## config.mk

```make
export PLATFORM = sky130hd
export DESIGN_NAME = kernel_store_flat
export DESIGN_NICKNAME = d
export VERILOG_FILES = /design/src/hw/conv_pkg.sv /design/src/hw/stream_if.sv /design/src/hw/kernel_store.sv /design/src/flat_wrapper.sv
export SDC_FILE = /design/constraint.sdc
export NUM_CORES = 1
export LEC_CHECK = 0
export BUFFER_PORTS_ARGS = -buffer_cell sky130_fd_sc_hd__buf_4
export CAP_MARGIN = 20
export CORE_AREA = 10 10 464 466
export CTS_CLUSTER_SIZE = 40
export DETAILED_ROUTE_END_ITERATION = 10
export DIE_AREA = 0 0 474 476
export PLACE_DENSITY = 0.4
export SYNTH_ARGS = -nofsm -noshare
export SYNTH_HDL_FRONTEND = slang
export SYNTH_SLANG_ARGS = --single-unit
export TNS_END_PERCENT = 5
```

## constraint.sdc

```tcl
create_clock -name clk -period 0.93 [get_ports clk]
set_clock_uncertainty 0.05 [all_clocks]
set_input_delay 0.093 -clock clk [delete_from_list [all_inputs] [get_ports clk]]
set_output_delay 0.093 -clock clk [all_outputs]
set_load 0.03 [all_outputs]
```

## src/hw/conv_pkg.sv

```systemverilog
// sizes, word and index types, window and kernel types for the conv engine
package conv_pkg;

  ////////////////////////////////////////////////////////////////////////////
  // sizes
  ////////////////////////////////////////////////////////////////////////////

  localparam int DATA_W   = 32;
  localparam int IMG_SIZE = 8;
  localparam int CHANNELS = 4;
  localparam int KSIZE    = 3;

  // valid output positions per row and column
  localparam int OUT_SIZE = IMG_SIZE - KSIZE + 1;
  localparam int RESULTS  = OUT_SIZE * OUT_SIZE;

  ////////////////////////////////////////////////////////////////////////////
  // types
  ////////////////////////////////////////////////////////////////////////////

  // every pixel, weight and result is one signed word
  typedef logic signed [DATA_W-1:0] word_t;

  // row or column index into the image
  typedef logic [2:0] pos_t;

  // input channel index
  typedef logic [1:0] ch_t;

  // one channel's 3x3 neighbourhood, [row][col], row 0 is the oldest
  typedef word_t [KSIZE-1:0][KSIZE-1:0] win_t;

  // whole filter, [ch][row][col]
  typedef word_t [CHANNELS-1:0][KSIZE-1:0][KSIZE-1:0] kernel_t;

endpackage
```

## src/hw/stream_if.sv

```systemverilog
// interface for accepted words, their positions and the fire and last strobes
`timescale 1ns/1ps

interface stream_if;

  // one-cycle strobes, by input mode
  logic               load_w;
  logic               load_px;

  // the accepted word and where it sits in the set
  conv_pkg::word_t    data;
  conv_pkg::pos_t     row;
  conv_pkg::pos_t     col;
  conv_pkg::ch_t      ch;

  // last channel of a pixel that completes a 3x3 neighbourhood
  logic               fire;
  // fire of the final pixel in the frame
  logic               last;

  modport src (output load_w, load_px, data, row, col, ch, fire, last);
  modport dst (input  load_w, load_px, data, row, col, ch, fire, last);

endinterface

```

## src/hw/kernel_store.sv

```systemverilog
// weight register array for the 4-channel 3x3 filter
`timescale 1ns/1ps

module kernel_store (
  input  logic              clk,
  input  logic              rst_n,
  stream_if.dst             stream,
  output conv_pkg::kernel_t weights
);

  conv_pkg::kernel_t kern_q;

  // weights arrive [row][col][ch], stored [ch][row][col]
  // row and column stay below 3 in weight mode
  always_ff @(posedge clk or negedge rst_n) begin
    if (!rst_n) begin
      kern_q <= '0;
    end else if (stream.load_w) begin
      kern_q[stream.ch][stream.row[1:0]][stream.col[1:0]] <= stream.data;
    end
  end

  // whole filter goes to the MAC tree in parallel
  assign weights = kern_q;

endmodule

```

## src/flat_wrapper.sv

```systemverilog
// flat-port wrapper written by rule: the top's interface ports become plain ports
module kernel_store_flat 
  (clk, rst_n, weights, stream_load_w, stream_load_px, stream_data, stream_row, stream_col, stream_ch, stream_fire, stream_last);
  stream_if stream_i ();
  input  logic clk;
  input  logic rst_n;
  output conv_pkg::kernel_t weights;
  input wire logic [$bits(stream_i.load_w)-1:0] stream_load_w;
  input wire logic [$bits(stream_i.load_px)-1:0] stream_load_px;
  input wire logic [$bits(stream_i.data)-1:0] stream_data;
  input wire logic [$bits(stream_i.row)-1:0] stream_row;
  input wire logic [$bits(stream_i.col)-1:0] stream_col;
  input wire logic [$bits(stream_i.ch)-1:0] stream_ch;
  input wire logic [$bits(stream_i.fire)-1:0] stream_fire;
  input wire logic [$bits(stream_i.last)-1:0] stream_last;
  assign stream_i.load_w = stream_load_w;
  assign stream_i.load_px = stream_load_px;
  assign stream_i.data = stream_data;
  assign stream_i.row = stream_row;
  assign stream_i.col = stream_col;
  assign stream_i.ch = stream_ch;
  assign stream_i.fire = stream_fire;
  assign stream_i.last = stream_last;
  kernel_store u_core (.clk(clk), .rst_n(rst_n), .stream(stream_i), .weights(weights));
endmodule
```

# Yosys cells after proc, flatten, opt, wreduce, memory -nomap -nowiden
# Cells that the tools add are included.
totals:
  reg_bits: 1152
  in_bits: 46
  output_inout_bits: 1152
  elab_cells: 52
classes:
  n_lt_le_gt_ge: 6
  muxes: 7
  reduce_logical: 3
op_table:
  columns: ["op", "count"]
  rows:
  - ["$bwmux 1152", 1]
  - ["$demux 288 s2", 1]
  - ["$mux 288", 1]
  - ["$demux 96 s2", 1]
  - ["$mux 96", 1]
  - ["$demux 32 s2", 1]
  - ["$mux 32", 1]
  - ["$lt 2x3->1 const B", 3]
  - ["$ge 2x1->1 const B", 3]
  - ["$logic_and 1x1->1", 3]

# Depth between registers and ports, before layout
depth:
  depth_word: 9
  mapped_depth: 5
  mapped_depth_nobuf: 3

# Least setup slack after synthesis
# No wires, ideal clock.
synth_path:
  path_kind: "input -> register"
  start: "input port stream_ch[1]"
  end: "register u_core.kern_q (netlist bit u_core.weights[289])"
  setup_time_ns: 0.125
  arrival_ns: 1.138
  required_time_ns: 0.755
  path_slack_ns: -0.382
  cell_stages: 5
  n_path_buf: 2
  cell_sequence: "and3b_1 -> clkbuf_1 -> nand2_1 -> buf_2 -> mux2_2"
synth_between:
  elab_chain_len: 5
  elab_cells_between_ends: 6
  classes_between: "2 x order compare; 3 x mux; 1 x reduce/logical"
synth_lines:
  columns: ["element", "line", "source"]
  rows:
  - ["from (decl)", "flat_wrapper.sv:13", "input wire logic [$bits(stream_i.ch)-1:0] stream_ch;"]
  - ["$lt 2x3->1 (not written as such) or $ge 2x1->1 (tied branches)", "kernel_store.sv:19", "kern_q[stream.ch][stream.row[1:0]][stream.col[1:0]] <= stream.data;"]
  - ["$logic_and 1x1->1 (not written as such)", "kernel_store.sv:19", null]
  - ["$mux 288 (not written as such)", "kernel_store.sv:19", null]
  - ["$demux 288 s2 *", null, null]
  - ["$bwmux 1152 *", "kernel_store.sv:19", null]
  - ["to (signal, indexed assignment)", "kernel_store.sv:19", null]
  - ["to (decl)", "kernel_store.sv:11", "conv_pkg::kernel_t kern_q;"]
# Every way passes the cells marked *; elsewhere a longest branch is shown, timed or not.
# A chain may end at the register's enable or synchronous reset.

# Worst setup path after layout
layout_path:
  start: "register u_core.kern_q (netlist bit u_core.weights[741])"
  end: "output port weights[741] (netlist bit)"
layout_rtl:
  columns: ["element", "line", "source"]
  rows:
  - ["to (decl)", "flat_wrapper.sv:7", "output conv_pkg::kernel_t weights;"]
# No word-level cell between the ends.

==> results.json <==
{
  "synthesis.instances": 2592,
  "maximum_number_of_pins_on_one_net_before_global_route_repair": 61,
  "worstRegToRegCells": 2,
  "yosys_register_bits": 1152,
  "power-per-cell-area_nw_per_um2": 2351,
  "timing.hold.ws_ns": -0.04145,
  "number_of_flip_flops_under_the_largest_register_name": 1152,
  "run_status": "finished, violations left",
  "drt-pass1-iter-count": 4,
  "clockRootBuffer": "sky130_fd_sc_hd__clkbuf_16",
  "rsz_0062_raised_after_global_routing": "yes",
  "total_overflow_reported_by_the_global_router": 0,
  "p_int_mw": 106.7,
  "synth_area_in_xor_xnor_pct": 0,
  "worst_ep_required_time_ns": 0.79,
  "post-dp-hpwl_um": 152600,
  "worst_hold_depth": 5,
  "cts_tree": "yes",
  "power.static_leakage_nw": 33.64,
  "final_common_cell": "sky130_fd_sc_hd__mux2_2",
  "synth_top_family_by_area": "multiplexers",
  "path_type_of_the_worst_setup_path": "flop to primary output",
  "sw_frac_of_total_pct": 32.63,
  "crit_path_end_kind": "primary output",
  "mostFrequentLayoutCells": "sky130_fd_sc_hd__mux2_2 (1152), sky130_fd_sc_hd__dfrtp_1 (1147), sky130_fd_sc_hd__buf_6 (969), sky130_fd_sc_hd__buf_4 (341), sky130_fd_sc_hd__buf_12 (159)",
  "drt-wirelength-per-cell_um": 29.96,
  "seqPwrFrac_pct": 39.0,
  "finalCritPeriodShare_pct": 172.2,
  "report.final.slew_viol_count": 0,
  "worstHoldStart": "stream_col[0]",
  "detailedRoute.firstIterationViolations": 1013,
  "chipWidth_um": 474,
  "post_cts_hold_buffer_count": 38,
  "post_synth_instance_area_um2": 43160,
  "synth.net_count": 2638,
  "final_setup_viols": 1194,
  "wire_length_after_detailed_routing_um": 204600,
  "period_minus_slack_ns": 1.602,
  "timing.max_slew.rel_slack_pct": 53.81,
  "floorplan.core_area_um2": 206000,
  "port_buffers": 1192,
  "first_global_vias": 30040,
  "vias_per_cell": 4.132,
  "die_area_um2": 225600,
  "crit_start": "u_core.weights[741]",
  "antenna_violations_before_repair": 17,
  "tritoncts.num_buffers": 143,
  "areaGrowthSynthToFinish_pct": 56.05,
  "startpoint_type": "flop",
  "muxShareOfSynthArea_pct": 30.06,
  "initial_utilization_pct": 20.95,
  "first_pass_grt_wire_length_um": 274800,
  "grt.total_usage_pct": 17.53,
  "tns_ns": -617.31,
  "worst_pin_slew_ns": 0.6928,
  "clk_latency_ns": 0.78,
  "layout-drive-gt1-share_pct": 69.94,
  "clk_transition_reported_paths_ns": 0.06,
  "ir_worst_vdd_mv": 1.619,
  "placement.setup.worst_slack_ns": -0.8785,
  "num_vias": 28210,
  "reg2reg_setup_slack_ns": -0.05,
  "finalHoldViolCount": 5,
  "place.detailed.instances": 6520,
  "failing_checks": "hold timing, setup timing",
  "max-clock-path-buffers": 3,
  "ios": 1198,
  "critPathArrivalTime_ns": 1.46,
  "adder_and_majority_cell_fraction_of_the_synthesized_area_pct": 0,
  "count_of_unique_library_cells_instantiated_by_yosys": 12,
  "num_rows": 167,
  "htreeDepth": 4,
  "synth-seq-area-share_pct": 66.79,
  "die_h_um": 476,
  "area_fraction_in_compound_gates_after_synthesis_pct": 0,
  "syn_area_per_cell_um2": 16.65,
  "whs_endpoint": "u_core.weights[944]",
  "final_nets": 4054,
  "globalplace.congestion": 0.7671,
  "post-route-drc-count": 0,
  "post_layout_nonfiller_instances": 6827,
  "critical_path.reg2reg.endpoint": "u_core.weights[943]",
  "max_fanout_on_critical_path": 2,
  "p_switching_mw": 51.66,
  "type_of_the_worst_min_delay_path": "input port to flop",
  "drtAntennaViolNets": 0,
  "fmax_ghz": 0.6243,
  "reg2reg_from": "u_core.weights[943]",
  "synth_simple_gate_area_share_pct": 0.7624,
  "synth.yosys.warnings": 0,
  "tritoncts_num_sinks": 1152,
  "finalCoreUtilization_pct": 32.69,
  "combinational_cell_fraction_of_total_power_pct": 26.7,
  "clkPwrFrac_pct": 34.4,
  "setup_ws_ns": -0.6717,
  "max_cap_viol_count": 0
}
==> worst max-delay path by stage <==
stage,cells past startpoint,endpoint,slack [ns]
2_1_floorplan,5,u_core.weights[577],-0.30
5_1_grt,2,weights[741],-0.75
6_report,2,weights[741],-0.67
3_3_place_gp,6,u_core.weights[766],-0.88
4_1_cts,2,weights[741],-0.78
3_5_place_dp,6,u_core.weights[754],-0.88
==> cell usage after synthesis, drive strengths merged <==
master  number  area [um^2]
buf        140        660.6
and3b        2        17.52
nor4b        4        95.09
nor4         1        12.51
mux2      1152        12970
and3         1        6.260
dfrtp     1152        28830
nand2       36        135.1
and4bb       4        50.05
clkbuf      99        371.6
nor3b        1        12.51
==> layout make-up <==
type	count	area (um^2)
tap	2704	3383
clock buffer	218	4177
antenna	11	27.53
fill	20560	138700
multi-input combinational	1201	13490
clock inverter	31	354.1
sequential	1152	28830
timing repair buffer	1510	17090
==> worst max-delay path: stages (launching register included) <==
cell and delay (ns):
sky130_fd_sc_hd__dfrtp_1 0.41, sky130_fd_sc_hd__buf_12 0.14, sky130_fd_sc_hd__buf_8 0.13
==> per-layer routing <==
| layer | global-route usage [%] | part of all wire (%) | vias to the layer above |
|---|---|---|---|
| li1 | - | - | 11940 |
| met1 | 20.61 | 39 | 15010 |
| met2 | 29.63 | 48 | 1044 |
| met3 | 7.014 | 9.7 | 215 |
| met4 | 4.742 | 2.6 | 0 |
| met5 | 0 | 0 | - |
==> per-stage QoR <==
step | instance area, um^2 | power, mW
2_1_floorplan | 43410 | 80.62
3_3_place_gp | 58670 | 100.4
3_5_place_dp | 58670 | 100.7
4_1_cts | 65740 | 159.2
5_1_grt | 67340 | 165.0
6_report | 67350 | 158.3
==> cells by family (layout without fill, tap and decap cells) <==
| kind of cell | after synthesis | after routing |
|---|---|---|
| other | 0 | 11 |
| DFF | 1152 | 1152 |
| and+or+nand+nor | 49 | 49 |
| buffers and inverters | 239 | 1759 |
| muxes | 1152 | 1152 |
==> repair_timing <==
| action | 4_1_cts | 5_1_grt |
|---|---|---|
| hold endpoints to repair | 2296 | 5 |
| resized for setup | 574 | 406 |
| setup endpoints to repair | 1156 | 1192 |
| setup buffers | 1 | 8 |
==> power groups by stage <==
stage / Combinational [mW] / Clock (mW) / Sequential [mW]
after CTS: 41.5 / 56.5 / 61.3
after floorplan: 6.44 / 0 / 74.2
after detailed placement: 39.3 / 0 / 61.5
after global placement: 39.2 / 0 / 61.2
after global routing: 44.2 / 58.4 / 62.5
final: 42.2 / 54.4 / 61.7
Power figures use the tool's default switching activity.
