===== config.mk =====
export PLATFORM = sky130hd
export DESIGN_NAME = line_window_flat
export DESIGN_NICKNAME = d
export VERILOG_FILES = /design/src/hw/conv_pkg.sv /design/src/hw/stream_if.sv /design/src/hw/line_window.sv /design/src/flat_wrapper.sv
export SDC_FILE = /design/constraint.sdc
export NUM_CORES = 1
export LEC_CHECK = 0
export BUFFER_PORTS_ARGS = -buffer_cell sky130_fd_sc_hd__buf_2
export CAP_MARGIN = 20
export CELL_PAD_IN_SITES_DETAIL_PLACEMENT = 0
export CELL_PAD_IN_SITES_GLOBAL_PLACEMENT = 2
export CORE_ASPECT_RATIO = 1.2
export CORE_MARGIN = 3
export CORE_UTILIZATION = 44
export CTS_BUF_LIST = sky130_fd_sc_hd__clkbuf_4 sky130_fd_sc_hd__clkbuf_8 sky130_fd_sc_hd__clkbuf_16
export CTS_CLUSTER_SIZE = 10
export DETAILED_ROUTE_END_ITERATION = 8
export PLACE_DENSITY_LB_ADDON = 0.1
export SYNTH_ARGS = -nofsm -noshare
export SYNTH_HDL_FRONTEND = slang
export SYNTH_SLANG_ARGS = --single-unit

===== constraint.sdc =====
create_clock -name clk -period 6.4 [get_ports clk]
set_clock_uncertainty 0.2 [all_clocks]
set_input_delay 0.96 -clock clk [delete_from_list [all_inputs] [get_ports clk]]
set_output_delay 0.96 -clock clk [all_outputs]
set_load 0.02 [all_outputs]

===== src/hw/conv_pkg.sv =====
// sizes, word and index types, window and kernel types for the conv engine
package conv_pkg;

  ////////////////////////////////////////////////////////////////////////////
  // sizes
  ////////////////////////////////////////////////////////////////////////////

  localparam int DATA_W   = 32;
  localparam int IMG_SIZE = 8;
  localparam int CHANNELS = 4;
  localparam int KSIZE    = 3;

  // valid output positions per row and column
  localparam int OUT_SIZE = IMG_SIZE - KSIZE + 1;
  localparam int RESULTS  = OUT_SIZE * OUT_SIZE;

  ////////////////////////////////////////////////////////////////////////////
  // types
  ////////////////////////////////////////////////////////////////////////////

  // every pixel, weight and result is one signed word
  typedef logic signed [DATA_W-1:0] word_t;

  // row or column index into the image
  typedef logic [2:0] pos_t;

  // input channel index
  typedef logic [1:0] ch_t;

  // one channel's 3x3 neighbourhood, [row][col], row 0 is the oldest
  typedef word_t [KSIZE-1:0][KSIZE-1:0] win_t;

  // whole filter, [ch][row][col]
  typedef word_t [CHANNELS-1:0][KSIZE-1:0][KSIZE-1:0] kernel_t;

endpackage

===== src/hw/stream_if.sv =====
// interface for accepted words, their positions and the fire and last strobes
`timescale 1ns/1ps

interface stream_if;

  // one-cycle strobes, by input mode
  logic               load_w;
  logic               load_px;

  // the accepted word and where it sits in the set
  conv_pkg::word_t    data;
  conv_pkg::pos_t     row;
  conv_pkg::pos_t     col;
  conv_pkg::ch_t      ch;

  // last channel of a pixel that completes a 3x3 neighbourhood
  logic               fire;
  // fire of the final pixel in the frame
  logic               last;

  modport src (output load_w, load_px, data, row, col, ch, fire, last);
  modport dst (input  load_w, load_px, data, row, col, ch, fire, last);

endinterface


===== src/hw/line_window.sv =====
// per-channel line buffers and sliding 3x3 window
`timescale 1ns/1ps

module line_window #(
  parameter int LANE = 0
) (
  input  logic           clk,
  input  logic           rst_n,
  stream_if.dst          stream,
  output conv_pkg::win_t window
);

  // two rows up and one row up, indexed by column
  conv_pkg::word_t lb_top [conv_pkg::IMG_SIZE];
  conv_pkg::word_t lb_mid [conv_pkg::IMG_SIZE];

  conv_pkg::win_t  win_q;
  conv_pkg::win_t  win_next;
  logic            hit;

  assign hit = stream.load_px && (stream.ch == conv_pkg::ch_t'(LANE));

  // shift left, new column enters on the right
  always_comb begin
    win_next = win_q;
    for (int r = 0; r < conv_pkg::KSIZE; r++) begin
      for (int c = 0; c < conv_pkg::KSIZE - 1; c++) begin
        win_next[r][c] = win_q[r][c+1];
      end
    end
    win_next[0][conv_pkg::KSIZE-1] = lb_top[stream.col];
    win_next[1][conv_pkg::KSIZE-1] = lb_mid[stream.col];
    win_next[2][conv_pkg::KSIZE-1] = stream.data;
  end

  always_ff @(posedge clk or negedge rst_n) begin
    if (!rst_n) begin
      win_q <= '0;
    end else if (hit) begin
      win_q <= win_next;
    end
  end

  // pixel moves down one line, displaced word moves to the top line
  always_ff @(posedge clk) begin
    if (hit) begin
      lb_top[stream.col] <= lb_mid[stream.col];
      lb_mid[stream.col] <= stream.data;
    end
  end

  // the last channel fires in its own load cycle, so show the updated
  // window while this lane is being loaded
  assign window = hit ? win_next : win_q;

endmodule


===== src/flat_wrapper.sv =====
// flat-port wrapper written by rule: the top's interface ports become plain ports
module line_window_flat 
#(
  parameter int LANE = 0
)
  (clk, rst_n, window, stream_load_w, stream_load_px, stream_data, stream_row, stream_col, stream_ch, stream_fire, stream_last);
  stream_if stream_i ();
  input  logic clk;
  input  logic rst_n;
  output conv_pkg::win_t window;
  input wire logic [$bits(stream_i.load_w)-1:0] stream_load_w;
  input wire logic [$bits(stream_i.load_px)-1:0] stream_load_px;
  input wire logic [$bits(stream_i.data)-1:0] stream_data;
  input wire logic [$bits(stream_i.row)-1:0] stream_row;
  input wire logic [$bits(stream_i.col)-1:0] stream_col;
  input wire logic [$bits(stream_i.ch)-1:0] stream_ch;
  input wire logic [$bits(stream_i.fire)-1:0] stream_fire;
  input wire logic [$bits(stream_i.last)-1:0] stream_last;
  assign stream_i.load_w = stream_load_w;
  assign stream_i.load_px = stream_load_px;
  assign stream_i.data = stream_data;
  assign stream_i.row = stream_row;
  assign stream_i.col = stream_col;
  assign stream_i.ch = stream_ch;
  assign stream_i.fire = stream_fire;
  assign stream_i.last = stream_last;
  line_window #(.LANE(LANE)) u_core (.clk(clk), .rst_n(rst_n), .stream(stream_i), .window(window));
endmodule

# Yosys cells after proc, flatten, opt, wreduce, memory -nomap -nowiden

Memories as Yosys holds them, arrays and structs flattened.
Cells that the tools add are included.

Register bits after elaboration: 288
RAM bits: 512
Input bits: 46
Output and inout bits: 288
Logic and storage cells: 16
Memories: 2

Memory list:

| name          | words | width | read ports | clocked after Yosys merged registers in | wr ports | line              | source |
|---|---|---|---|---|---|---|---|
| u_core.lb_mid | 8     | 32    | 1          | 0                                       | 1        | line_window.sv:15 | `conv_pkg::word_t lb_mid [conv_pkg::IMG_SIZE];` |
| u_core.lb_top | 8     | 32    | 1          | 0                                       | 1        | line_window.sv:14 | `conv_pkg::word_t lb_top [conv_pkg::IMG_SIZE];` |

Mux-type cells: 3
Reduce and logical (&&, ||, !) cells: 2

Operators with widths:

| kind               | number |
|---|---|
| 288-bit 2-to-1 mux | 1 |
| 2-bit logical NOT  | 1 |
| 1-bit 2-to-1 mux   | 2 |
| 1-bit logical AND  | 1 |

# Depth between registers and ports, before layout

Word-level depth: 4
Depth in mapped cells: 8
Gate-level depth less buffers: 4

# Least setup slack after synthesis

OpenSTA, ideal clock, no wires.

Kind: input-to-reg
Start point: input stream_ch[1]
End point: memory u_core.lb_mid[4][0] (netlist bit), enable pin
Library setup time: 0.565 ns
Data arrival time: 6.174 ns
Required time: 5.635 ns
Slack: -0.539 ns
Stages on the path: 7
Buffers on the path: 3
Path through: nor2_1 and2_1 buf_2 buf_2 buf_2 nand2_1 nor3_1

Word-level cells in the longest chain between the ends: 4

RTL lines:

| what                                   | line               | source |
|---|---|---|
| start, declared                        | flat_wrapper.sv:16 | `input wire logic [$bits(stream_i.ch)-1:0] stream_ch;` |
| 2-bit logical NOT                      | line_window.sv:21  | `assign hit = stream.load_px && (stream.ch == conv_pkg::ch_t'(LANE));` |
| 1-bit logical AND                      | line_window.sv:21  |  |
| 1-bit 2-to-1 mux                       | line_window.sv:46  | `if (hit) begin` |
| 1-bit 2-to-1 mux (implied by the code) | line_window.sv:48  | `lb_mid[stream.col] <= stream.data;` |
| end, declared                          | line_window.sv:15  |  |

No other way between the ends.

==> results list <==
- Sequential fraction of the synthesis area: 73.86%
- The worst hold path belongs to the class primary input to async pin.
* Most frequent cells in the layout: 687 x nand2_1, 512 x edfxtp_1, 324 x buf_2
* Count of unique library cells instantiated by Yosys: 43
- Post-synthesis instance total: 2,167
- The worst setup path is of the primary input to primary output kind.
- Post-synthesis cell area: 30,570 sq um
- For the worst setup path, the data required time is 5.24 ns.
- The most used flip-flop cell after synthesis is edfxtp_1.
- Starting utilization of the core area: 44.58%
- Top area cells in the synthesized netlist: edfxtp_1 50%, dfrtp_1 24%, nand2_1 8.4%
- For flop-to-flop paths, the worst setup slack is 4.32 ns.
- Weighted congestion reported at the end of routability-driven placement: 0.7467
- Worst reg2reg startpoint: u_core.lb_mid[1][23]
* Post-CTS repair timing setup buffer count: 0
* Most area-hungry cell type in the Yosys netlist: edfxtp_1
- The via count of the first global-routing pass was 18.42k.
- In the routed layout, each cell is associated on average with a via count of 5.223.
- Final non-filler cell total: 3,497
* Antenna violations before repair: 4
- The region available for standard cell placement spans 68,580 sq um.
- The slowest stage of the critical path is the nand2b_2 cell.
* Most common library cell in the layout ignoring fill and taps: nand2_1
* Avg Inst Size Synth: 14.11 sq um
- Total of flip-flops plus latches after synthesis: 800
- Initial drt markers: 1,047
* Deepest clock path buffer count: 3
* RSZ-0062 raised after global routing: false
- Switching part of the total: 26.90%
- In this run the core area contains 105 standard-cell rows.
* Clock network power share: 37.8%
- When the netlist entered floorplanning its net count stood at 2,213.
* Height of the die: 294.8 um
- Measured against its own limit, the worst slew margin works out to 19.45%.
- For this block, the via count after detailed routing is 18.26k.
- TritonCTS built the clock tree.
- Post-route DRC: 0
- ANT nets after route: 0
* Fraction of layout cells with a size suffix above 1: 27.48%
* Number of violations of the max-capacitance limit: 0
- Peak fanout along the critical path: 26
* Power dissipated by switching net loads: 0.003491 W
- All-Layer GR Usage: 20.98%
- Critical Path Sink Type: primary output
- Final wirelength: 77,020 um
- Clk root buf: clkbuf_16
- Summed over all nets, the half-perimeter wirelength after detailed placement is 46,970 um.
* PostCTS Resize Cnt: 0
- Final Util: 52.75%
* Gate family responsible for the most delay along the worst path: compound AO/OA/AOI/OAI gates
* Total of warnings raised by yosys: 0
- VDD sags by at most 0.0002033 V.
- R2r endpoint: u_core.win_next[151]
* Worst Tran Pin Value: 1.208 ns
- In this run, flip-flops and latches consume 47.3% of the power.
- Die area: 72,700 sq um
* Filler Cells Inserted: 5,953
* Clock Sinks: 800
* Beginning of the critical path: stream_col[1]
- Setup-failing EPs final: 0
- Share of the synthesized area in the top cell type: 50.29%
* Gr ovfl total: 0
* Final count of pins violating max slew: 0
* Period utilisation layout: 77.67%
- The count of endpoints failing hold in the final timing report is 0.
- During placement, the flow inserted port buffers numbering 327.
* Area growth from synthesis to layout: 18.32%
* Arrival time at the worst endpoint: 3.81 ns
* Max Clock Freq: 201.2 MHz
- First-pass GRT wire length: 114,900 um
- The worst path in the final design needs a cycle of 4.971 ns, including I/O delays and setup.
* Inserted Clock Buffers: 90
* Cell chain of the critical path: buf_4 > nand2b_2 > buf_4 > o22ai_1 > a221oi_2 > mux2_2 > buf_2
- Cell mode on critical path: buf_4
* Share of flip-flops with an asynchronous set or reset after synthesis: 36.00%
- Hold-fix buffer count after cts: 0
- # placed instances: 3,333
* Largest net degree at the start of global routing: 145
- The clock reaches the later pin of the worst-skew pair after 0.63 ns.
* Average routed wire per standard cell: 22.02 um
* Internal Dissipation: 0.009486 W
- Fraction of power consumed by combinational cells: 14.9%
- Static leakage: 15.11 nW
* Power density cells: 358.7 nW/um^2
* Number of cell instances on the worst register-to-register path: 4
- For this run, the slowest stage of the critical path takes 0.82 ns.
- H-tree levels: 3
- Status: completed
* Total Nets Final: 2,562
- Die outline width: 246.6 um
- Clock-pin slew of the registers on the worst-case setup and hold paths: 0.05 ns
* Number of buffer and inverter instances along the worst setup path: 3
* Startpoint Class: primary input
- Top-level port count: 334
- Detailed Routing Iterations Pass 1: 6
- Counting flops with a built-in enable in the synthesized netlist gives 512.
==> metrics by stage <==
stage / cell area, sq um / hold WS [ns] / total power, W / worst slack (ns) / setup TNS, ns
final: 36180 / 0.07664 / 0.01298 / 1.429 / 0
after global routing: 36170 / 0.1179 / 0.01354 / 1.259 / 0
after global placement: 33320 / 0.2490 / 0.008179 / 1.430 / 0
after CTS: 36170 / 0.09357 / 0.01315 / 1.344 / 0
after floorplan: 30580 / 0.3818 / 0.007396 / -0.3621 / -46.35
after detailed placement: 33330 / 0.2538 / 0.008205 / 1.345 / 0
==> metal layers <==
layer	GRT usage, %	up-vias	wire length, um
li1	-	8446	-
met1	28.45	9241	33610
met2	34.97	477	37780
met3	3.621	98	4027
met4	5.958	2	1582
met5	0	-	13
==> state kept, by name (all words and copies together), names as in the netlist <==
signal	count
u_core.lb_top	256
u_core.lb_mid	256
u_core.win_q	96
u_core.win_next	192
==> power by group through the flow <==
stage	Combinational [W]	Clock, W	Sequential, W
after global placement	0.00195	0	0.00623
after floorplan	0.00121	0	0.00619
after global routing	0.00212	0.00524	0.00618
after CTS	0.00198	0.00504	0.00614
after detailed placement	0.00197	0	0.00624
final	0.00194	0.00491	0.00613
==> logic make-up after synthesis <==
family / synth area share (%)
buf+inv: 2.149
compound gates: 5.508
flops: 73.86
mux: 8.733
simple gates: 9.752
==> worst reg2reg max path, delay by kind of cell (launching register included) <==
kind | cells | cell delay (ns)
AO/OA/AOI/OAI | 2 | 1.02
flip-flops | 1 | 0.32
multiplexers | 2 | 0.48
==> synthesized netlist by cell type (13+ instances only) <==
| library cell | instances |
|---|---|
| a22oi_1 | 14 |
| dfrtp_1 | 288 |
| edfxtp_1 | 512 |
| o21ai_0 | 21 |
| clkbuf_1 | 60 |
| buf_2 | 39 |
| a221oi_2 | 31 |
| mux2_2 | 108 |
| o22ai_1 | 43 |
| mux2i_1 | 125 |
| a31oi_1 | 13 |
| nor2_1 | 48 |
| buf_4 | 14 |
| a21oi_1 | 50 |
| nand2_1 | 688 |
==> cell type report <==
cell class	count	area (sq um)	share of cell area, %
clock buffer	157	2779	7.682
sequential	800	22580	62.42
multi-input combinational	1236	7423	20.52
antenna	1	2.502	0.006917
inverter	3	11.26	0.03113
clock inverter	6	67.56	0.1868
tap	909	1137	3.144
timing repair buffer	385	2173	6.008
==> worst max path at each step <==
stage | to | slack [ns] | depth (start not counted)
5_1_grt | window[166] | 1.26 | 7
3_5_place_dp | window[166] | 1.34 | 7
6_report | window[161] | 1.43 | 7
4_1_cts | window[166] | 1.34 | 7
2_1_floorplan | u_core.lb_mid[3][0] | -0.36 | 5
3_3_place_gp | window[166] | 1.43 | 7
(Power assumes the default switching activity.)
