File: config.mk
export PLATFORM = sky130hd
export DESIGN_NAME = input_sequencer_flat
export DESIGN_NICKNAME = d
export VERILOG_FILES = /design/src/hw/conv_pkg.sv /design/src/hw/stream_if.sv /design/src/hw/input_sequencer.sv /design/src/flat_wrapper.sv
export SDC_FILE = /design/constraint.sdc
export NUM_CORES = 1
export LEC_CHECK = 0
export BUFFER_PORTS_ARGS = -buffer_cell sky130_fd_sc_hd__buf_2
export CAP_MARGIN = 20
export CORE_MARGIN = 10
export CORE_UTILIZATION = 45
export DETAILED_ROUTE_END_ITERATION = 12
export PLACE_DENSITY_LB_ADDON = 0.1
export SYNTH_ARGS = -nofsm -noshare
export SYNTH_HDL_FRONTEND = slang
export SYNTH_SLANG_ARGS = --single-unit
File: constraint.sdc
create_clock -name clk -period 2.2 [get_ports clk]
set_input_delay 0.44 -clock clk [delete_from_list [all_inputs] [get_ports clk]]
set_output_delay 0.44 -clock clk [all_outputs]
set_load 0.05 [all_outputs]
File: src/hw/conv_pkg.sv
// sizes, word and index types, window and kernel types for the conv engine
package conv_pkg;

  ////////////////////////////////////////////////////////////////////////////
  // sizes
  ////////////////////////////////////////////////////////////////////////////

  localparam int DATA_W   = 32;
  localparam int IMG_SIZE = 8;
  localparam int CHANNELS = 4;
  localparam int KSIZE    = 3;

  // valid output positions per row and column
  localparam int OUT_SIZE = IMG_SIZE - KSIZE + 1;
  localparam int RESULTS  = OUT_SIZE * OUT_SIZE;

  ////////////////////////////////////////////////////////////////////////////
  // types
  ////////////////////////////////////////////////////////////////////////////

  // every pixel, weight and result is one signed word
  typedef logic signed [DATA_W-1:0] word_t;

  // row or column index into the image
  typedef logic [2:0] pos_t;

  // input channel index
  typedef logic [1:0] ch_t;

  // one channel's 3x3 neighbourhood, [row][col], row 0 is the oldest
  typedef word_t [KSIZE-1:0][KSIZE-1:0] win_t;

  // whole filter, [ch][row][col]
  typedef word_t [CHANNELS-1:0][KSIZE-1:0][KSIZE-1:0] kernel_t;

endpackage
File: src/hw/stream_if.sv
// interface for accepted words, their positions and the fire and last strobes
`timescale 1ns/1ps

interface stream_if;

  // one-cycle strobes, by input mode
  logic               load_w;
  logic               load_px;

  // the accepted word and where it sits in the set
  conv_pkg::word_t    data;
  conv_pkg::pos_t     row;
  conv_pkg::pos_t     col;
  conv_pkg::ch_t      ch;

  // last channel of a pixel that completes a 3x3 neighbourhood
  logic               fire;
  // fire of the final pixel in the frame
  logic               last;

  modport src (output load_w, load_px, data, row, col, ch, fire, last);
  modport dst (input  load_w, load_px, data, row, col, ch, fire, last);

endinterface

File: src/hw/input_sequencer.sv
// four-phase input receiver with row, column and channel counters
`timescale 1ns/1ps

module input_sequencer (
  input  logic            clk,
  input  logic            rst_n,
  input  logic            mode,
  input  logic            in_req,
  input  conv_pkg::word_t in_data,
  output logic            in_ack,
  stream_if.src           stream
);

  conv_pkg::pos_t row_cnt;
  conv_pkg::pos_t col_cnt;
  conv_pkg::ch_t  ch_cnt;
  conv_pkg::pos_t lim;
  logic           accept;
  logic           px_fire;
  logic           px_last;

  // take a word on the first edge with req high and ack still low
  assign accept = in_req && !in_ack;

  // kernel is 3x3, image is 8x8
  assign lim = mode ? conv_pkg::pos_t'(conv_pkg::IMG_SIZE - 1)
                    : conv_pkg::pos_t'(conv_pkg::KSIZE - 1);

  // full neighbourhood available once all channels of this pixel are in
  assign px_fire = mode
                && (ch_cnt == conv_pkg::ch_t'(conv_pkg::CHANNELS - 1))
                && (col_cnt >= conv_pkg::pos_t'(conv_pkg::KSIZE - 1))
                && (row_cnt >= conv_pkg::pos_t'(conv_pkg::KSIZE - 1));

  assign px_last = px_fire
                && (col_cnt == conv_pkg::pos_t'(conv_pkg::IMG_SIZE - 1))
                && (row_cnt == conv_pkg::pos_t'(conv_pkg::IMG_SIZE - 1));

  ////////////////////////////////////////////////////////////////////////////
  // handshake, counters and strobes
  ////////////////////////////////////////////////////////////////////////////

  always_ff @(posedge clk or negedge rst_n) begin
    if (!rst_n) begin
      in_ack         <= 1'b0;
      row_cnt        <= '0;
      col_cnt        <= '0;
      ch_cnt         <= '0;
      stream.load_w  <= 1'b0;
      stream.load_px <= 1'b0;
      stream.fire    <= 1'b0;
      stream.last    <= 1'b0;
    end else begin
      stream.load_w  <= accept && !mode;
      stream.load_px <= accept && mode;
      stream.fire    <= accept && px_fire;
      stream.last    <= accept && px_last;

      if (accept) begin
        in_ack <= 1'b1;
      end else if (!in_req) begin
        in_ack <= 1'b0;
      end

      // channel fastest, then column, then row
      if (accept) begin
        if (ch_cnt == conv_pkg::ch_t'(conv_pkg::CHANNELS - 1)) begin
          ch_cnt <= '0;
          if (col_cnt == lim) begin
            col_cnt <= '0;
            if (row_cnt == lim) begin
              row_cnt <= '0;
            end else begin
              row_cnt <= row_cnt + 1'b1;
            end
          end else begin
            col_cnt <= col_cnt + 1'b1;
          end
        end else begin
          ch_cnt <= ch_cnt + 1'b1;
        end
      end
    end
  end

  // word and its position, held with the strobe
  always_ff @(posedge clk) begin
    if (accept) begin
      stream.data <= in_data;
      stream.row  <= row_cnt;
      stream.col  <= col_cnt;
      stream.ch   <= ch_cnt;
    end
  end

endmodule

File: src/flat_wrapper.sv
// flat-port wrapper written by rule: the top's interface ports become plain ports
module input_sequencer_flat 
  (clk, rst_n, mode, in_req, in_data, in_ack, stream_load_w, stream_load_px, stream_data, stream_row, stream_col, stream_ch, stream_fire, stream_last);
  stream_if stream_i ();
  input  logic clk;
  input  logic rst_n;
  input  logic mode;
  input  logic in_req;
  input  conv_pkg::word_t in_data;
  output logic in_ack;
  output wire logic [$bits(stream_i.load_w)-1:0] stream_load_w;
  output wire logic [$bits(stream_i.load_px)-1:0] stream_load_px;
  output wire logic [$bits(stream_i.data)-1:0] stream_data;
  output wire logic [$bits(stream_i.row)-1:0] stream_row;
  output wire logic [$bits(stream_i.col)-1:0] stream_col;
  output wire logic [$bits(stream_i.ch)-1:0] stream_ch;
  output wire logic [$bits(stream_i.fire)-1:0] stream_fire;
  output wire logic [$bits(stream_i.last)-1:0] stream_last;
  assign stream_load_w = stream_i.load_w;
  assign stream_load_px = stream_i.load_px;
  assign stream_data = stream_i.data;
  assign stream_row = stream_i.row;
  assign stream_col = stream_i.col;
  assign stream_ch = stream_i.ch;
  assign stream_fire = stream_i.fire;
  assign stream_last = stream_i.last;
  input_sequencer u_core (.clk(clk), .rst_n(rst_n), .mode(mode), .in_req(in_req), .in_data(in_data), .in_ack(in_ack), .stream(stream_i));
endmodule
# Word-level counts from Yosys, hierarchy flattened

Index checks and enable logic that the tools add are counted.

Reductions and logical operators: 14
Magnitude comparators: 2
Multiplexer cells: 6
Add/sub/neg operators: 3
Eq/ne operators: 6

Operators with widths:

| cell                                                                     | number |
|---|---|
| 1-bit logical AND                                                        | 10 |
| 3-bit 2-to-1 mux                                                         | 3 |
| 3-bit by 1-bit adder with 3-bit output (second input constant)           | 2 |
| 3-bit == test                                                            | 2 |
| 3-bit == test (second input constant)                                    | 2 |
| 3-bit by 2-bit >= comparator with 1-bit output (second input constant)   | 2 |
| 3-bit AND reduction                                                      | 1 |
| 2-bit by 1-bit adder with 2-bit output (second input constant)           | 1 |
| 2-bit == test (second input constant)                                    | 1 |
| 1-bit logical NOT                                                        | 2 |
| 1-bit 2-to-1 mux                                                         | 2 |
| 2-bit 2-to-1 mux                                                         | 1 |
| 2-bit by 1-bit inequality test with 1-bit output (second input constant) | 1 |
| 2-bit AND reduction                                                      | 1 |

Word-level logic and storage cells: 43
Bits in registers: 53
Input bits: 36
Output and inout bits: 45

# Depth between registers and ports, before layout

Depth after elaboration: 7
Depth in mapped cells: 5
Mapped depth without buffers: 5

# Worst setup path before layout

No wires, ideal clock.

Kind: reg-to-reg
Start: reg u_core.in_ack
End: reg u_core.stream.ch[0] (enable)
Period minus slack after synthesis: 2.068 ns
Cell stages (with the launch flop): 3
Library setup time: 0.396 ns
Required time: 1.804 ns
Arrival: 1.672 ns
Slack: 0.132 ns
Cell sequence: dfrtp_1 -> nand2b_1 -> inv_1

Word-level cells in the longest chain between the ends: 2

RTL lines:

| what                     | line                  | source |
|---|---|---|
| start: declaration       | input_sequencer.sv:10 | `output logic in_ack,` |
| start signal: assignment | input_sequencer.sv:45 | `in_ack <= 1'b0;` |
| start signal: assignment | input_sequencer.sv:60 | `in_ack <= 1'b1;` |
| start signal: assignment | input_sequencer.sv:62 | `in_ack <= 1'b0;` |
| 1-bit logical NOT        | input_sequencer.sv:23 | `assign accept = in_req && !in_ack;` |
| 1-bit logical AND        | input_sequencer.sv:23 |  |
| net u_core.accept        | input_sequencer.sv:18 | `logic accept;` |
| end signal: assignment   | input_sequencer.sv:92 | `stream.ch <= ch_cnt;` |
| end: declaration         | stream_if.sv:21       | `modport src (output load_w, load_px, data, row, col, ch, fire, last);` |

The timed path passes the listed nets, and every way through them passes these cells.
A chain may end at the register's enable or synchronous reset.

# Worst setup path in the final report

Start: reg u_core.col_cnt[0]
End: reg u_core.row_cnt[2]

Word-level cells in the longest chain between the ends: 2

RTL lines:

| what                                 | line                  | source |
|---|---|---|
| start: declaration                   | input_sequencer.sv:15 | `conv_pkg::pos_t col_cnt;` |
| start signal: assignment             | input_sequencer.sv:77 | `col_cnt <= col_cnt + 1'b1;` |
| 3-bit == test                        | input_sequencer.sv:69 | `if (col_cnt == lim) begin` |
| 3-bit AND reduction (no source line) | n/a                   |  |
| end signal: assignment               | input_sequencer.sv:74 | `row_cnt <= row_cnt + 1'b1;` |
| end: declaration                     | input_sequencer.sv:14 | `conv_pkg::pos_t row_cnt;` |

Every way passes these cells.

==> results.py <==
metrics = {
    "clock_tree": {
        "cts-buffers-inserted": 5,
        "htree_levels": 2,
        "clock_tree.buffer_depth": 2,
        "holdBufCountCts": 0,
        "cts_setup_buffers": 0,
        "cts_tree": "built",
        "path_clk_slew_ps": 80,
        "cts.sink_count": 53,
        "cts_root_buf": "clkbuf_8",
        "cts.repair.resized": 0,
        "worstSkewPairLatency_ps": 300,
    },
    "power": {
        "cellInternalPower_w": 0.00165,
        "peakVddDrop_uv": 455,
        "p_switching_w": 0.000647,
        "seqPwrFrac_pct": 55.0,
        "cellPowerDensity_nw_per_um2": 940,
        "combPwrFrac_pct": 17.8,
        "p_leak_nw": 1.11,
        "swShare_pct": 28.1,
        "clock_power_share_pct": 27.2,
    },
    "floorplanning": {
        "dieHeight_um": 84.4,
        "start_util_pct": 46.7,
        "core_um2": 4000,
        "die_area_um2": 7130,
        "fp-row-count": 23,
        "ios": 81,
        "die_x_um": 84.4,
    },
    "drt": {
        "via_per_inst": 4.80,
        "wl_per_cell_um": 17.8,
        "routed_wl_um": 4230,
        "first_pass_iters": 4,
        "route.vias.total": 1142,
        "ant_nets": 0,
        "drc_errors": 0,
        "dr.first_iter.drc_count": 120,
    },
    "yosys": {
        "yosys.area.top_type": "edfxtp_1",
        "synth.top_cell.area_share_pct": 64.3,
        "synth_cell_types": 25,
        "yosys_warnings": 0,
        "syn_nets": 142,
        "synth_edf_count": 40,
        "async_reset_ff_share_pct": 24.5,
        "ys_ff_latch": 53,
        "ys_seq_area_share_pct": 81.8,
        "synth.area.top_cells": "edfxtp_1, dfrtp_1, ha_1, mux2_4, nand2_1",
        "syn_avg_cell_area_um2": 18.9,
        "yosys_most_used_dff": "edfxtp_1",
        "syn-cell-area_um2": 1870,
        "synthCells": 99,
    },
    "finish": {
        "drive_gt1_share_pct": 50.0,
        "fin_area_um2": 2450,
        "final_util_pct": 61.2,
        "antenna_cells": 0,
        "final_nets": 230,
        "synthToLayoutAreaGrowth_pct": 31.1,
    },
    "critical_path": {
        "cp.required_ps": 2380,
        "cp_max_fo": 6,
        "cp_slowest_cell": "or4b_4",
        "endpoint_kind": "flip-flop",
        "worst-setup-path-type": "reg -> reg",
        "critPathTopFamily": "simple AND/OR/NAND/NOR gates",
        "start_kind": "flip-flop",
        "path_cells": "or4b_4, a21oi_4, mux2_4",
        "path_buf_inv": 0,
        "arrival_ps": 1850,
        "critPathMaxStageDelay_ps": 580,
    },
    "placed_design": {
        "port-buffer-count": 80,
        "dpl-instance-area_um2": 2340,
        "place_congestion": 0.815,
        "hpwl_um": 3360,
    },
    "global_routing": {
        "antenna_found_initial": 0,
        "grt_max_degree": 30,
        "grt_use_total_pct": 11.5,
        "grt_pass1_vias": 1175,
        "grt-ovfl-total": 0,
        "grt_pass1_wl_um": 6330,
    },
    "sta": {
        "skew_ps": 2.50,
        "worst_pin_slew_ps": 350,
        "drv_slew": 0,
        "setup_tns_ps": 0,
        "finalCritPeriodShare_pct": 75.6,
        "hold_viol": 0,
        "setup_viol": 0,
        "grt_setup_unrepaired": "false",
        "fin_crit_ps": 1660,
        "max_freq_mhz": 601,
        "slew_headroom_pct": 76.7,
    },
    "hold_path": {
        "hold_path.class": "in -> async",
    },
    "job": {
        "cap_violations": 0,
    },
    "outcome": {
        "status": "finished, final reports clean",
    },
}
-- state kept, by name (all words and copies together) (netlist names), 2 cells and up --
signal / flops
u_core.ch_cnt: 2
u_core.col_cnt: 3
u_core.row_cnt: 3
u_core.stream.ch: 2
u_core.stream.col: 3
u_core.stream.data: 32
u_core.stream.row: 3
-- layer usage --
metal | vias up | GRT usage, % | share of wire, %
li1 | 542 | - | -
met3 | 8 | 4.64 | 9.5
met4 | 0 | 4.94 | 1.7
met1 | 540 | 11.3 | 35
met5 | - | 0 | 0
met2 | 52 | 20.7 | 53
-- worst paths after layout --
kind                                               startpoint                               to  depth (start not counted)  slack [ps]
worst max register to register  u_core.col_cnt[0]$_DFFE_PN0P_    u_core.row_cnt[2]$_DFFE_PN0P_                          3         540
worst min register to register   u_core.ch_cnt[1]$_DFFE_PN0P_    u_core.stream.ch[1]$_DFFE_PP_                          0         490
worst max-delay path            u_core.col_cnt[0]$_DFFE_PN0P_    u_core.row_cnt[2]$_DFFE_PN0P_                          3         540
min in group clk                                       in_req        u_core.in_ack$_DFFE_PN0P_                          1         290
worst min-delay path                                    rst_n  u_core.stream.load_px$_DFF_PN0_                          1          20
max in group asynchronous                               rst_n   u_core.stream.load_w$_DFF_PN0_                          1        1950
-- synthesized netlist by cell type (2+ instances only) --
library cell and n:
edfxtp_1 40, dfrtp_1 13, ha_1 7, nand2_1 7, inv_1 4, nor3_1 3
and3_1 2, mux2_4 2, nand3_1 2, nand4_1 2, nor2_1 2, o31ai_1 2
-- layout by cell type (no fill, tap or decap) --
master	count
edfxtp_1	40
o31ai_1	2
nand4_1	2
nand2_1	7
mux2i_1	1
a21oi_1	1
clkbuf_8	5
mux2_4	2
inv_1	4
o21ai_1	1
or4b_4	1
bufinv_16	1
buf_4	2
nor3_1	3
clkinv_1	1
nand2b_1	1
a21o_1	1
or4b_1	1
and3_1	2
o21ai_0	1
dfrtp_1	13
nor2_1	2
buf_2	80
nand3b_2	1
and2_2	1
ha_1	7
nand3b_1	1
a21oi_4	1
nand3_1	2
clkbuf_1	1
-- cells by family after synthesis --
kind of cell | synth area share [%]
AO/OA/AOI/OAI | 2.88
adder cells (fa/ha/maj) | 4.69
buffers and inverters | 1.00
flip-flops | 81.8
multiplexers | 2.14
AND/OR/NAND/NOR | 7.51
-- per-stage QoR --
stage / hold slack, ps / power, W / setup WS, ps / cells
after CTS: 13.7 / 0.00233 / 536 / 238
final: 17.7 / 0.00230 / 537 / 238
after detailed placement: 344 / 0.00170 / 372 / 230
after global routing: 16.9 / 0.00242 / 504 / 238
after floorplan: 144 / 0.00157 / 132 / 99
after global placement: 338 / 0.00168 / 422 / 230
-- cell type report --
cell class	count	area [um2]
clock buffers	6	72.6
clock inverters	2	33.8
fillers	318	1550
inverters	4	15.0
multi-input cells	41	322
flip-flops and latches	53	1530
well taps	50	62.6
repair buffers	82	415
-- power groups by stage --
stage | Clock, W | Sequential, W | Combinational [W]
6_report | 0.000625 | 0.00127 | 0.000411
5_1_grt | 0.000689 | 0.00128 | 0.000446
4_1_cts | 0.000644 | 0.00127 | 0.000417
3_5_place_dp | 0 | 0.00129 | 0.000416
3_3_place_gp | 0 | 0.00128 | 0.000401
2_1_floorplan | 0 | 0.00142 | 0.000145
(Power assumes the default switching activity.)
